## src/srcPkg.sv

```systemverilog
`default_nettype none

package srcPkg;

    typedef logic [31:0] wordT;          // bus, register, port and memory word.
    typedef logic [3:0]  regIndexT;      // general register number.

    // opcodes not listed here run as nop.
    typedef enum logic [4:0] {
        opNop  = 5'b11010,               // no operation.
        opAddi = 5'b01100,               // ra = rb + sign-extended constant.
        opJr   = 5'b10100,               // pc = ra.
        opJal  = 5'b10101,               // r15 = pc, pc = ra.
        opIn   = 5'b10110,               // ra = input port.
        opOut  = 5'b10111                // output port = ra.
    } opcodeT;

    // one clock per state, eight per instruction.
    typedef enum logic [2:0] {
        T0       = 3'd0,                 // pc to mar, start read.
        T1       = 3'd1,                 // pc takes pc + 1.
        memWait1 = 3'd2,                 // first memory wait.
        memWait2 = 3'd3,                 // mdr captures memory word.
        T2       = 3'd4,                 // mdr to ir.
        T3       = 3'd5,                 // execute step one.
        T4       = 3'd6,                 // execute step two.
        T5       = 3'd7                  // execute step three.
    } seqStateT;

    localparam int regCount  = 16;       // general registers.

    localparam int opcodeMsb = 31;       // opcode field.
    localparam int opcodeLsb = 27;
    localparam int raMsb     = 26;       // ra field.
    localparam int raLsb     = 23;
    localparam int rbMsb     = 22;       // rb field.
    localparam int rbLsb     = 19;
    localparam int constMsb  = 18;       // immediate is bits 18..0, signed.

    localparam regIndexT linkReg = 4'd15;        // jal return address.
    localparam wordT     resetPc = 32'h0000_0000; // first fetch address.

endpackage

`default_nettype wire

```

## src/aluPath.sv

```systemverilog
`timescale 1ns/1ps
`default_nettype none

module aluPath import srcPkg::*; (
    input  wire       clock,
    input  wire       rst,
    input  wire       yLoad,
    input  wire       zLoad,
    input  wire       pcIncrement,
    input  wire wordT bus,
    output wordT      zValue
);

    wordT yQ;                            // left operand.
    wordT zQ;                            // result.
    wordT sum;

    // increment uses the bus alone, add uses y and the bus.
    assign sum = pcIncrement ? (bus + wordT'(1)) : (yQ + bus); // wraps mod 2^32.

    always_ff @(posedge clock) begin
        if (rst) begin
            yQ <= '0;
            zQ <= '0;
        end else begin
            if (yLoad) begin
                yQ <= bus;
            end
            if (zLoad) begin
                zQ <= sum;
            end
        end
    end

    assign zValue = zQ;

    // increment only means something while z captures.
    incWithLoad: assert property (@(posedge clock) disable iff (rst)
        pcIncrement |-> zLoad);

endmodule

`default_nettype wire

```

## src/busSelect.sv

```systemverilog
`timescale 1ns/1ps
`default_nettype none

module busSelect import srcPkg::*; (
    input  wire       clock,
    input  wire       rst,
    input  wire       pcOut,
    input  wire       mdrOut,
    input  wire       regOut,
    input  wire       zOut,
    input  wire       constOut,
    input  wire       inPortOut,
    input  wire       mdrLoad,
    input  wire       outPortLoad,
    input  wire wordT pcValue,
    input  wire wordT regData,
    input  wire wordT zValue,
    input  wire wordT constValue,
    input  wire wordT memData,
    input  wire wordT inPortData,
    output wordT      bus,
    output wordT      outPortData,
    output logic      outPortStrobe
);

    wordT mdrQ;                          // memory data register.
    wordT outPortQ;                      // output port register.
    logic strobeQ;                       // new output value marker.

    always_comb begin
        if (pcOut)          bus = pcValue;
        else if (mdrOut)    bus = mdrQ;
        else if (regOut)    bus = regData;
        else if (zOut)      bus = zValue;
        else if (constOut)  bus = constValue;
        else if (inPortOut) bus = inPortData;
        else                bus = '0;  // idle bus reads zero.
    end

    always_ff @(posedge clock) begin
        if (rst) begin
            mdrQ     <= '0;
            outPortQ <= '0;
            strobeQ  <= 1'b0;
        end else begin
            if (mdrLoad) begin
                mdrQ <= memData;           // end of memWait2.
            end
            if (outPortLoad) begin
                outPortQ <= bus;
            end
            strobeQ <= outPortLoad;        // marks the cycle the new value shows.
        end
    end

    assign outPortData   = outPortQ;
    assign outPortStrobe = strobeQ;

    driveOneHot: assert property (@(posedge clock) disable iff (rst)
        $onehot0({pcOut, mdrOut, regOut, zOut, constOut, inPortOut}));

endmodule

`default_nettype wire

```

## src/controlSequencer.sv

```systemverilog
`timescale 1ns/1ps
`default_nettype none

module controlSequencer import srcPkg::*; (
    input  wire            clock,
    input  wire            rst,
    input  wire wordT      bus,
    output logic           pcOut,
    output logic           pcIncrement,
    output logic           pcLoad,
    output logic           marLoad,
    output logic           memRead,
    output logic           mdrLoad,
    output logic           mdrOut,
    output logic           regIn,
    output logic           regOut,
    output logic           yLoad,
    output logic           zLoad,
    output logic           zOut,
    output logic           constOut,
    output logic           inPortOut,
    output logic           outPortLoad,
    output regIndexT       regIndex,
    output wordT           constValue
);

    seqStateT stateQ;                    // current step.
    seqStateT stateNext;
    wordT     irQ;                       // instruction register.
    logic     running;                   // low in the first cycle after reset.
    opcodeT   opcode;
    regIndexT raField;
    regIndexT rbField;

    assign opcode     = opcodeT'(irQ[opcodeMsb:opcodeLsb]);
    assign raField    = irQ[raMsb:raLsb];
    assign rbField    = irQ[rbMsb:rbLsb];
    assign constValue = {{(31 - constMsb){irQ[constMsb]}}, irQ[constMsb:0]}; // sign extend.

    always_ff @(posedge clock) begin
        if (rst) begin
            stateQ  <= T0;
            running <= 1'b0;
            irQ     <= '0;                 // decodes as nop.
        end else begin
            stateQ  <= stateNext;
            running <= 1'b1;
            if (stateQ == T2) begin
                irQ <= bus;                // mdr is on the bus here.
            end
        end
    end

    always_comb begin
        case (stateQ)
            T0:       stateNext = running ? T1 : T0; // idle one cycle out of reset.
            T1:       stateNext = memWait1;
            memWait1: stateNext = memWait2;
            memWait2: stateNext = T2;
            T2:       stateNext = T3;
            T3:       stateNext = T4;
            T4:       stateNext = T5;
            default:  stateNext = T0;      // T5 wraps to the next fetch.
        endcase
    end

    always_comb begin
        pcOut       = 1'b0;
        pcIncrement = 1'b0;
        pcLoad      = 1'b0;
        marLoad     = 1'b0;
        memRead     = 1'b0;
        mdrLoad     = 1'b0;
        mdrOut      = 1'b0;
        regIn       = 1'b0;
        regOut      = 1'b0;
        yLoad       = 1'b0;
        zLoad       = 1'b0;
        zOut        = 1'b0;
        constOut    = 1'b0;
        inPortOut   = 1'b0;
        outPortLoad = 1'b0;
        regIndex    = raField;             // ra unless told otherwise.
        case (stateQ)
            T0: begin
                if (running) begin
                    pcOut       = 1'b1;    // pc to bus.
                    marLoad     = 1'b1;    // fetch address.
                    memRead     = 1'b1;    // start the read.
                    pcIncrement = 1'b1;    // z gets pc + 1.
                    zLoad       = 1'b1;
                end
            end
            T1: begin
                zOut   = 1'b1;             // pc + 1 back to pc.
                pcLoad = 1'b1;
            end
            memWait2: mdrLoad = 1'b1;      // memory word is valid now.
            T2:       mdrOut  = 1'b1;      // ir loads from the bus.
            T3: begin
                case (opcode)
                    opAddi: begin
                        regOut   = 1'b1;   // rb to y.
                        regIndex = rbField;
                        yLoad    = 1'b1;
                    end
                    opJal: begin
                        pcOut    = 1'b1;   // return address to r15.
                        regIn    = 1'b1;
                        regIndex = linkReg;
                    end
                    opIn: begin
                        inPortOut = 1'b1;  // input port to ra.
                        regIn     = 1'b1;
                    end
                    opOut: begin
                        regOut      = 1'b1; // ra to output port.
                        outPortLoad = 1'b1;
                    end
                    default: ;             // jr and nop idle here.
                endcase
            end
            T4: begin
                case (opcode)
                    opAddi: begin
                        constOut = 1'b1;   // z = y + constant.
                        zLoad    = 1'b1;
                    end
                    opJr, opJal: begin
                        regOut = 1'b1;     // jump target ra.
                        pcLoad = 1'b1;
                    end
                    default: ;
                endcase
            end
            T5: begin
                if (opcode == opAddi) begin
                    zOut  = 1'b1;          // sum to ra.
                    regIn = 1'b1;
                end
            end
            default: ;                     // memWait1 only waits.
        endcase
    end

    stateLegal: assert property (@(posedge clock) disable iff (rst)
        !$isunknown(stateQ) && (stateQ inside {T0, T1, memWait1, memWait2, T2, T3, T4, T5}));

endmodule

`default_nettype wire

```

## src/miniSrcCore.sv

```systemverilog
`timescale 1ns/1ps
`default_nettype none

module miniSrcCore import srcPkg::*; (
    input  wire       clock,
    input  wire       rst,
    input  wire wordT memData,
    input  wire wordT inPortData,
    output wordT      memAddr,
    output logic      memRead,
    output wordT      outPortData,
    output logic      outPortStrobe
);

    wordT     bus;                       // single internal bus.
    logic     pcOut;
    logic     pcIncrement;
    logic     pcLoad;
    logic     marLoad;
    logic     mdrLoad;
    logic     mdrOut;
    logic     regIn;
    logic     regOut;
    logic     yLoad;
    logic     zLoad;
    logic     zOut;
    logic     constOut;
    logic     inPortOut;
    logic     outPortLoad;
    regIndexT regIndex;
    wordT     constValue;
    wordT     regData;
    wordT     pcValue;
    wordT     zValue;

    controlSequencer sequencer (
        .clock       (clock),
        .rst         (rst),
        .bus         (bus),
        .pcOut       (pcOut),
        .pcIncrement (pcIncrement),
        .pcLoad      (pcLoad),
        .marLoad     (marLoad),
        .memRead     (memRead),
        .mdrLoad     (mdrLoad),
        .mdrOut      (mdrOut),
        .regIn       (regIn),
        .regOut      (regOut),
        .yLoad       (yLoad),
        .zLoad       (zLoad),
        .zOut        (zOut),
        .constOut    (constOut),
        .inPortOut   (inPortOut),
        .outPortLoad (outPortLoad),
        .regIndex    (regIndex),
        .constValue  (constValue)
    );

    registerFile regs (
        .clock    (clock),
        .rst      (rst),
        .regIn    (regIn),
        .regOut   (regOut),
        .regIndex (regIndex),
        .bus      (bus),
        .regData  (regData)
    );

    aluPath alu (
        .clock       (clock),
        .rst         (rst),
        .yLoad       (yLoad),
        .zLoad       (zLoad),
        .pcIncrement (pcIncrement),
        .bus         (bus),
        .zValue      (zValue)
    );

    programCounter pc (
        .clock   (clock),
        .rst     (rst),
        .pcLoad  (pcLoad),
        .marLoad (marLoad),
        .bus     (bus),
        .pcValue (pcValue),
        .memAddr (memAddr)
    );

    busSelect busMux (
        .clock         (clock),
        .rst           (rst),
        .pcOut         (pcOut),
        .mdrOut        (mdrOut),
        .regOut        (regOut),
        .zOut          (zOut),
        .constOut      (constOut),
        .inPortOut     (inPortOut),
        .mdrLoad       (mdrLoad),
        .outPortLoad   (outPortLoad),
        .pcValue       (pcValue),
        .regData       (regData),
        .zValue        (zValue),
        .constValue    (constValue),
        .memData       (memData),
        .inPortData    (inPortData),
        .bus           (bus),
        .outPortData   (outPortData),
        .outPortStrobe (outPortStrobe)
    );

endmodule

`default_nettype wire

```

## src/programCounter.sv

```systemverilog
`timescale 1ns/1ps
`default_nettype none

module programCounter import srcPkg::*; (
    input  wire       clock,
    input  wire       rst,
    input  wire       pcLoad,
    input  wire       marLoad,
    input  wire wordT bus,
    output wordT      pcValue,
    output wordT      memAddr
);

    wordT pcQ;                           // address of the next fetch.
    wordT marQ;                          // memory address register.

    always_ff @(posedge clock) begin
        if (rst) begin
            pcQ  <= resetPc;
            marQ <= '0;
        end else begin
            if (pcLoad) begin
                pcQ <= bus;                // pc + 1 in T1, target in T4.
            end
            if (marLoad) begin
                marQ <= bus;               // pc in T0.
            end
        end
    end

    assign pcValue = pcQ;
    assign memAddr = marQ;                 // straight to the memory port.

    // pc and mar load in different steps of the fetch.
    loadExclusive: assert property (@(posedge clock) disable iff (rst)
        !(pcLoad && marLoad));

endmodule

`default_nettype wire

```

## src/registerFile.sv

```systemverilog
`timescale 1ns/1ps
`default_nettype none

module registerFile import srcPkg::*; (
    input  wire           clock,
    input  wire           rst,
    input  wire           regIn,
    input  wire           regOut,
    input  wire regIndexT regIndex,
    input  wire wordT     bus,
    output wordT          regData
);

    wordT regs [regCount];               // r0 is an ordinary register too.

    always_ff @(posedge clock) begin
        if (rst) begin
            for (int i = 0; i < regCount; i++) begin
                regs[i] <= '0;             // all registers clear.
            end
        end else if (regIn) begin
            regs[regIndex] <= bus;         // single write port.
        end
    end

    // read port, gated onto the bus by regOut in busSelect.
    assign regData = regs[regIndex];

    // one index serves both ports, so a read and a write never share a cycle.
    portExclusive: assert property (@(posedge clock) disable iff (rst)
        !(regIn && regOut));

endmodule

`default_nettype wire

```

## config.mk

```make
export PLATFORM = sky130hd
export DESIGN_NAME = miniSrcCore
export DESIGN_NICKNAME = d
export VERILOG_FILES = /design/src/srcPkg.sv /design/src/aluPath.sv /design/src/busSelect.sv /design/src/controlSequencer.sv /design/src/miniSrcCore.sv /design/src/programCounter.sv /design/src/registerFile.sv
export SDC_FILE = /design/constraint.sdc
export NUM_CORES = 1
export LEC_CHECK = 0
export ABC_AREA = 1
export BUFFER_PORTS_ARGS = -buffer_cell sky130_fd_sc_hd__buf_2
export CAP_MARGIN = 40
export CORE_ASPECT_RATIO = 1.75
export CORE_MARGIN = 1.5
export CORE_UTILIZATION = 50
export CTS_BUF_LIST = sky130_fd_sc_hd__clkbuf_4 sky130_fd_sc_hd__clkbuf_8 sky130_fd_sc_hd__clkbuf_16
export CTS_CLUSTER_DIAMETER = 40
export DETAILED_ROUTE_END_ITERATION = 8
export PLACE_DENSITY = 0.67
export SYNTH_ARGS = -nofsm -noshare
export SYNTH_HDL_FRONTEND = slang
export SYNTH_SLANG_ARGS = --single-unit
export TNS_END_PERCENT = 50
```

## constraint.sdc

```tcl
create_clock -name clock -period 6 [get_ports clock]
set_input_delay 0.3 -clock clock [delete_from_list [all_inputs] [get_ports clock]]
set_output_delay 0.3 -clock clock [all_outputs]
set_load 0.03 [all_outputs]
```

-- Yosys cells after proc, flatten, opt, wreduce, memory -nomap -nowiden
Memories as Yosys holds them, arrays and structs flattened.
Index checks and enable logic that the tools add are counted.
- bits in registers: 229
- RAM bits: 512
- input port bits: 66
- output and inout port bits: 66
- logic and storage cells: 71
- memories kept: 1
- memory list (name ; words ; width ; rd ports ; clocked after memory_dff ; write ports ; RTL line ; RTL):
    regs.regs ; 16 ; 32 ; 1 ; 0 ; 16 ; registerFile.sv:14 ; wordT regs [regCount];
- add/subtract/negate cells: 2
- eq/ne operators: 12
- multiplexer cells: 41
- reduce and logical (&&, ||, !) cells: 5
- operator list (cell ; count):
    $mux 32 ; 8
    $add 32x1->32 const B ; 1
    $add 32x32->32 ; 1
    $reduce_or 32->1 ; 1
    $mux 1 ; 23
    $pmux 3 s7 ; 1
    $eq 5x5->1 const B ; 4
    $eq 3x3->1 const B ; 4
    $pmux 1 s2 ; 6
    $mux 4 ; 2
    $pmux 4 s2 ; 1
    $eq 3x2->1 const B ; 2
    $reduce_or 2->1 ; 3
    $eq 5x4->1 const B ; 1
    $eq 3x1->1 const B ; 1
    $logic_not 3->1 ; 1

-- Logic depth before layout (Yosys ltp)
Gate-level depths: netlist (run 1).
- depth in word-level cells: 11
- mapped depth: 40
- gate-level depth less buffers: 38

-- Modules after synthesis
Synthesis (run 1) repeated with hierarchy kept, for this count alone.
- cells, all modules: 4950
- area, all modules: 37803.8 um^2
- by module, submodules not included (module ; instances ; cells an instance ; area each (um^2) ; sequential area each (um^2)):
    registerFile ; 1 ; 2721 ; 23726.5 ; 15374.7
    aluPath ; 1 ; 852 ; 4969.8 ; 1281.2
    busSelect ; 1 ; 767 ; 4798.4 ; 1301.2
    programCounter ; 1 ; 373 ; 2568.7 ; 1281.2
    controlSequencer ; 1 ; 237 ; 1740.4 ; 720.7

-- Worst setup path after synthesis (run 1)
OpenSTA, ideal clock, no wires.
- kind: register to register
- start point: reg sequencer.stateQ[1]
- end point: reg alu.zQ[30], in the netlist alu.zValue[30]
- library setup time: 0.109 ns
- arrival time: 4.675 ns
- required time: 5.891 ns
- slack: 1.216 ns
- cell stages (with the launch flop): 39
- buffers on the path: 3
- clock period less this slack: 4.784 ns
- path through: dfxtp_1 inv_1 ha_1 nand2_2 inv_2 nand2_8 nand2_4 o22ai_4 inv_4 nor2_4 buf_6 buf_2 a22oi_1 nand2_1 nand2_1 nand3_1 o21bai_1 nand2_1 (+3 left out) ha_1 inv_1 fa_1 nand3b_1 nand2_1 a21oi_1 o21ai_0 inv_1 nor2_1 nor2_1 o21ai_0 nand3_1 and2_1 o21ai_0 or2_2 nand3_1 nand2_1 inv_1
- longest elaborated chain between the ends: 10
- elaborated cells between the ends (all ways): 25
- those cells by class: add/sub: 2; eq/ne: 5; mux: 16; reduce/logical: 1; memory: 1
- RTL lines (what ; RTL line ; RTL):
    from (decl) ; controlSequencer.sv:27 ; seqStateT stateQ;
    from (signal assigned) ; controlSequencer.sv:46 ; stateQ <= stateNext;
    parallel branches: the longest is 7 deep, another holds $mem_v2 16x32 ; n/a ;
    $mux 32 (*) ; busSelect.sv:31 ; if (pcOut) bus = pcValue;
    named net alu.bus[0] ; aluPath.sv:10 ; input wire wordT bus,
    $add 32x32->32 / $add 32x1->32 (equally long branches) ; aluPath.sv:19 ; assign sum = pcIncrement ? (bus + wordT'(1)) : (yQ + bus);
    $mux 32 (*) ; aluPath.sv:19 ;
    to (signal assigned) ; aluPath.sv:30 ; zQ <= sum;
    to (decl) ; aluPath.sv:15 ; wordT zQ;
Mark *: on every way through the listed nets, which the timed path passes.
A chain may end at the register's enable or synchronous reset.

-- Worst setup path in the final report (run 1)
Same ends and word-level chain as after synthesis.

==> key figures, run 1 <==
Timing
  – Worst-Margin Slew: 1140 ps
  – Minimum clock period: 5510 ps
  – Max-slew violations: 0
  – Clk_skew: 24.7 ps
  – Setup Viol. Count Final: 0
  – Final setup margin: 492 ps
  – Final Hold Viols: 0
  – Setup TNS: 0 ps
  – Relative slew slack: 0.243
  – RSZ-0062 raised after global routing: true
  – Tcrit/Tclk final: 0.918
  – Max Freq: 0.182 GHz

Cells and area
  – Area Overhead vs Synth: 12.3%
  – Fillcell total: 5879
  – Non-filler cells, final: 4709
  – Share of layout cells above drive strength 1: 0.150
  – Design area: 0.0385 mm^2
  – Nets: 3855

Place
  – Number of I/O port buffers: 131
  – Place WS: 463 ps
  – Placed inst area: 0.0358 mm^2
  – GP Congestion: 0.983
  – Placed insts: 4544
  – DP Wirelength: 79800 um

Status
  – Status: finished clean

Clock tree
  – Cts bufs inserted: 69
  – TritonCTS clock tree: done
  – Setup Fix Bufs, Post-CTS: 0
  – Clock root cell: clkbuf_16
  – Reg clk slew, reported paths: 70 ps
  – CTS Sinks: 741
  – Insertion delay to the later sink of the worst-skew pair: 620 ps
  – Deepest clock path buffer count: 3
  – H-tree Lvls: 3

Run
  – Max Cap Viol: 0

Route
  – Via count: 28300
  – Final ANT Viol Nets: 0
  – Final WL: 125000 um
  – DRC: 0
  – Via density per instance: 6.01
  – First-pass DRT Iterations: 6
  – DR WL/cell: 26.6 um
  – DR iter-0 viols: 3312

Floorplanning
  – Die W: 201 um
  – Starting Density: 0.506
  – Core area: 0.0676 mm^2
  – Site Rows: 126
  – Die Ht: 349 um
  – Die area: 0.0701 mm^2
  – IO Count: 132

Critical path
  – Maximum fanout along the worst path: 62
  – CP max stage delay: 360 ps
  – Element type at the critical path end: flop
  – Worst R2R Path Depth: 36
  – CP dominant cell by count: nand2_1
  – Crit path kind: reg2reg
  – Data required time of the critical path: 6570 ps
  – Worst R2R Setup Slack: 490 ps
  – FF-to-FF Start: sequencer.stateQ[1]
  – Worst flop-to-flop path endpoint: alu.zValue[30]
  – Data arrival, critical path: 6070 ps
  – CP max stage cell: dfxtp_1
  – CP Launch Type: flop

Yosys
  – Asr flop ratio synth: 0
  – Synth Instances: 3666
  – Net count after synthesis: 3768
  – Synth area leaders: edfxtp_1, dfxtp_1, nor2_1, nand2_1, a22oi_1
  – Cell Area, Synth: 0.0342 mm^2
  – Sequential share of the synthesized area: 0.583
  – Post-synth top area share: 0.449
  – Post-synth EDFFs: 512
  – Number of synthesized register bits: 741
  – Yosys top cell by area: edfxtp_1
  – Avg Inst Size Synth: 9.34 um^2
  – Synthesis warning total: 0
  – Unique cell type count in the Yosys netlist: 57
  – Top-count cell post-synth: nor2_1
  – Ys flop type: edfxtp_1
  – Commonest cells post-synth: nor2_1, nand2_1, edfxtp_1, a21oi_1, dfxtp_1

Min path
  – Tightest Hold Check Type: in2reg
  – Hold Path Depth: 4
  – Worst Hold Launch: rst
  – Worst hold endpoint: alu.yQ[5]

GRT
  – First-pass GRT wire length: 180000 um
  – Met1 Track Usage GR: 0.373
  – Pin count of the biggest net entering global routing: 75
  – GR Overflow Total: 0
  – Met3 Use GR: 0.0759
  – Busiest grt layer: met2
  – Initial antenna violation count: 10
  – Tot GR Track Use: 0.355
  – Vias in the first global route: 27400
  – Grt met2 use: 0.593

Pwr
  – Max IR drop VDD: 0.300 mV
  – Leak pwr: 15.6 nW
  – Power Total: 0.0138 W
  – Power density over the cells: 360 mW/mm^2
[critical path: cells and delay by family (launching register included)]
kind / cells / cell delay, ps
and+or+nand+nor: 19 / 2170
buffers and inverters: 8 / 1090
AOI/OAI and AO/OA: 7 / 1200
DFF: 1 / 360
adders and majority gates: 2 / 560
[report_power, final]
part	internal, W	total [W]	switching, W
clock	0.00249	0.00447	0.00198
sequential	0.00577	0.00595	0.000176
combinational	0.000807	0.00343	0.00262
[per-layer routing]
layer / vias up / part of all wire
li1: 12600 / -
met4: 8 / 0.11
met1: 13500 / 0.32
met5: - / 0.00046
met3: 533 / 0.090
met2: 1708 / 0.48
[through the flow]
step	utilization	hold WS, ps
2_1_floorplan	-	451
3_3_place_gp	0.527	463
3_5_place_dp	0.530	472
4_1_cts	0.568	156
5_1_grt	0.569	195
6_report	0.569	176
[repair_timing]
item,in CTS,in global routing
hold buffers,32,0
endpoints found under the setup margin,0,4
gates resized for setup,0,2
hold endpoints to repair,32,0
[sequential cells by signal, indices dropped and copies added, names as in the netlist]
| register | cells |
|---|---|
| alu.yQ | 32 |
| busMux.outPortData | 32 |
| sequencer.running | 1 |
| busMux.mdrQ | 32 |
| pc.memAddr | 32 |
| pc.pcValue | 32 |
| alu.zValue | 32 |
| sequencer.stateQ | 3 |
| regs.regs | 512 |
| sequencer.irQ | 32 |
| busMux.outPortStrobe | 1 |
[layout by cell type (no fill, tap or decap), types with 20 or more instances in the layout]
master / synthesis / layout
nor2_1: 728 / 727
nand2_1: 568 / 538
edfxtp_1: 512 / 512
a21oi_1: 241 / 241
dfxtp_1: 229 / 229
inv_1: 228 / 227
o21ai_0: 226 / 225
a22oi_1: 210 / 210
buf_2: 77 / 131
buf_4: 14 / 117
nand3_1: 107 / 106
clkbuf_16: 0 / 73
nand2_2: 26 / 56
nor2_2: 47 / 45
ha_1: 35 / 35
dlygate4sd3_1: 0 / 32
o22ai_1: 25 / 25
o21bai_1: 24 / 24
clkbuf_4: 0 / 20
[area by class of cell]
class	count	area, um^2	share of cell area
timing repair buffer	295	2160	0.0561
multi-input combinational	2392	12000	0.311
sequential	741	20000	0.519
tap	896	1120	0.0291
antenna	4	10.0	0.000260
inverter	254	980	0.0255
clock inverter	29	234	0.00608
clock buffer	98	2050	0.0532
[how the worst max path moves through the flow]
| stage | start | to | slack, ps | depth (start not counted) |
|---|---|---|---|---|
| final | sequencer.stateQ[1] | alu.zValue[30] | 490 | 36 |
| after detailed placement | sequencer.stateQ[1] | alu.zValue[30] | 460 | 37 |
| after global placement | sequencer.stateQ[1] | alu.zValue[30] | 530 | 37 |
| after floorplan | sequencer.stateQ[1] | alu.zValue[30] | 1220 | 38 |
| after CTS | sequencer.stateQ[1] | alu.zValue[30] | 430 | 37 |
| after global routing | sequencer.stateQ[1] | alu.zValue[30] | -20 | 37 |
[cell families after synthesis]
kind of cell | synth area share
simple gates | 0.186
compound gates | 0.143
flops | 0.583
buf+inv | 0.0713
fa+ha+maj | 0.0134
xor+xnor | 0.00435
Power figures use the tool's default switching activity.
==> run 2: changes to the inputs <==
ABC_AREA = unset   (was 1)
PLACE_DENSITY = 0.75   (was 0.67)
==> key figures, run 2 <==
Status
  – Status: finished clean

Yosys
  – Yosys top cell by area: edfxtp_1
  – Fraction of the mapped netlist area in adder cells: 0.0133 (-0.0000792)
  – Number of synthesized register bits: 741 (unchanged)
  – Synth area leaders: edfxtp_1, dfxtp_1, nand2_1, nor2_1, nand3_1
  – Unique cell type count in the Yosys netlist: 68 (+19%)
  – Sequential share of the synthesized area: 0.579 (-0.00345)
  – Synth Area in XOR/XNOR: 0.00636 (+0.00201)
  – Cell Area, Synth: 0.0345 mm^2 (+0.60%)
  – Commonest cells post-synth: nand2_1, nor2_1, edfxtp_1, nand3_1, dfxtp_1
  – Multiplexer share of the synthesized area: 0.00301 (+0.00301)
  – Asr flop ratio synth: 0 (unchanged)
  – Net count after synthesis: 3842 (+2.0%)
  – Post-Synth Simple-Gate Area: 0.223 (+0.0377)
  – Post-synth EDFFs: 512 (unchanged)
  – Synthesis warning total: 0 (unchanged)
  – Avg Inst Size Synth: 9.21 um^2 (-1.4%)
  – Top-count cell post-synth: nand2_1
  – Ys flop type: edfxtp_1
  – Post-synth top area share: 0.446 (-0.00266)
  – Main combinational cell family by area after synthesis: simple AND/OR/NAND/NOR gates
  – Synth Instances: 3740 (+2.0%)
  – Post-synthesis compound-gate area fraction: 0.124 (-0.0189)

Timing
  – Final Hold Viols: 0 (unchanged)
  – Max Freq: 0.181 GHz (-0.27%)
  – Worst-Margin Slew: 932 ps (-203 ps)
  – RSZ-0062 raised after global routing: false
  – Setup Viol. Count Final: 0 (unchanged)
  – Minimum clock period: 5520 ps (+14.8 ps)
  – Final setup margin: 477 ps (-14.8 ps)
  – Max-slew violations: 0 (unchanged)
  – Relative slew slack: 0.377 (+0.134)
  – Clk_skew: 31.3 ps (+6.56 ps)
  – Tcrit/Tclk final: 0.920 (+0.00247)
  – Setup TNS: 0 ps (unchanged)

Route
  – Via density per instance: 6.05 (+0.67%)
  – Highest Signal Layer: met5
  – Final WL: 113000 um (-10%)
  – First-pass DRT Iterations: 6 (unchanged)
  – Final ANT Viol Nets: 0 (unchanged)
  – WL met3: 10200 um (-10%)
  – Met2 wire length: 55800 um (-7.0%)
  – DR iter-0 viols: 2817 (-15%)
  – Via count: 28800 (+1.7%)
  – M1 WL: 36900 um (-9.0%)
  – DR WL/cell: 23.7 um (-11%)
  – DRC: 0 (unchanged)

Floorplanning
  – Die W: 201 um (+0.29%)
  – IO Count: 132 (unchanged)
  – Core area: 0.0683 mm^2 (+1.0%)
  – Starting Density: 0.504 (-0.00217)
  – Site Rows: 127 (+0.79%)
  – Die area: 0.0705 mm^2 (+0.59%)
  – Die Ht: 350 um (+0.29%)

Cells and area
  – Top reg by flops: regs.regs
  – Commonest non-fill, non-tap cell in the layout: nand2_1
  – Design area: 0.0391 mm^2 (+1.5%)
  – Area Overhead vs Synth: 13.4%
  – Share of layout cells above drive strength 1: 0.124 (-0.0259)
  – Max reg flops: 512 (unchanged)
  – Nets: 3908 (+1.4%)
  – Commonest cells after routing, fill and taps aside: nand2_1, nor2_1, edfxtp_1

Critical path
  – Worst Path Buf+Inv: 4 (-4)
  – CP max stage cell: a221o_1
  – Cell family with most CP delay: compound AO/OA/AOI/OAI gates
  – Element type at the critical path end: flop
  – CP max stage delay: 620 ps (+260 ps)
  – CP dominant cell by count: a21oi_1
  – Data required time of the critical path: 6590 ps (+20 ps)
  – Crit path kind: reg2reg
  – CP Launch Type: flop
  – Data arrival, critical path: 6110 ps (+40 ps)
  – Cell Chain, Critical Path: inv_1, ha_2, and4b_1, buf_4, a21boi_0, a221o_1, buf_4, a21oi_1, o31ai_4, inv_1, ha_1, nor2b_1, o21a_1, o21a_1, o311a_1, a21oi_1, a31oi_1, o31ai_1, xnor2_1, nand2_1, a21oi_1
  – Maximum fanout along the worst path: 16 (-74%)

GRT
  – Vias in the first global route: 28000 (+2.2%)
  – Tot GR Track Use: 0.315 (-0.0399)
  – Pin count of the biggest net entering global routing: 85 (+13%)
  – Initial antenna violation count: 2 (-8)
  – GR Overflow Total: 0 (unchanged)
  – First-pass GRT wire length: 168000 um (-6.8%)

Pwr
  – Leak pwr: 14.4 nW (-7.4%)
  – Power density over the cells: 292 mW/mm^2 (-19%)
  – Power Total: 0.0114 W (-18%)
  – Max IR drop VDD: 0.304 mV (+1.2%)

Clock tree
  – CTS Sinks: 741 (unchanged)
  – H-tree Lvls: 2 (-1)
  – Cts bufs inserted: 59 (-14%)
  – Reg clk slew, reported paths: 70 ps (about the same)
  – TritonCTS clock tree: done
  – Clock root cell: clkbuf_16
  – Insertion delay to the later sink of the worst-skew pair: 660 ps (+40 ps)
  – Deepest clock path buffer count: 3 (unchanged)

Place
  – GP Congestion: 1.06 (+7.3%)
  – Place WS: 246 ps (-217 ps)
  – Number of I/O port buffers: 131 (unchanged)
  – Placed inst area: 0.0367 mm^2 (+2.5%)
  – DP Wirelength: 73900 um (-7.4%)

Min path
  – Tightest Hold Check Type: in2reg

Run
  – Max Cap Viol: 0 (unchanged)
-- run 2: worst paths after layout --
check / cells past startpoint / from / to / slack [ps]
worst min-delay path: 4 / memData[29] / busMux.mdrQ[29] / 430
worst max register to register: 21 / sequencer.stateQ[1] / alu.zValue[30] / 480
worst max-delay path: 21 / sequencer.stateQ[1] / alu.zValue[30] / 480
worst min register to register: 2 / pc.memAddr[4] / pc.memAddr[4] / 460
-- run 2: cells by family (layout without fill, tap and decap cells) --
family,after synthesis,count (layout)
AO/OA/AOI/OAI,637,637
buffers and inverters,408,522
AND/OR/NAND/NOR,1883,1883
multiplexers,10,10
flip-flops,741,741
other,0,1
XOR/XNOR,25,25
adder cells (fa/ha/maj),36,36
-- run 2: layer usage --
metal  global-route usage  up-vias
li1                     -    12900
met1                0.334    13800
met2                0.553     1681
met3               0.0538      457
met4                0.252        2
met5                    0        -
-- run 2: layout make-up --
class / instances / area (um^2)
Antenna cell: 1 / 2.50
Clock buffer: 78 / 1670
Clock inverter: 31 / 255
Fill cell: 5851 / 29300
Inverter: 75 / 282
Multi-Input combinational cell: 2591 / 13100
Sequential cell: 741 / 20000
Tap cell: 903 / 1130
Timing Repair Buffer: 338 / 2630
-- run 2: stage by stage --
step | std cells | utilization | hold WS (ps)
after floorplan | 3740 | - | 429
after global placement | 4603 | 0.535 | 438
after detailed placement | 4613 | 0.538 | 445
after CTS | 4755 | 0.571 | 417
after global routing | 4758 | 0.572 | 459
final | 4758 | 0.572 | 425
-- run 2: timing repair --
item / CTS / global route
gates resized for setup: 0 / 8
hold buffers: 33 / 0
setup endpoints to repair: 0 / 7
endpoints found under the hold margin: 68 / 0
buffers inserted: 0 / 2
-- run 2: power breakdown --
part           switching, W  total [W]  internal, W  leakage (nW)
Combinational       0.00125    0.00170     0.000452          6.34
Clock               0.00187    0.00398      0.00210         0.965
Sequential        0.0000982    0.00572      0.00563          7.14
Total               0.00322     0.0114      0.00818          14.4
-- run 2: worst register-to-register path: cells and delay by family, from the launching register on --
kind / cells / cell delay [ps]
buf+inv: 4 / 790
fa+ha+maj: 2 / 580
flops: 1 / 360
xor+xnor: 1 / 160
simple gates: 3 / 500
compound gates: 11 / 3100
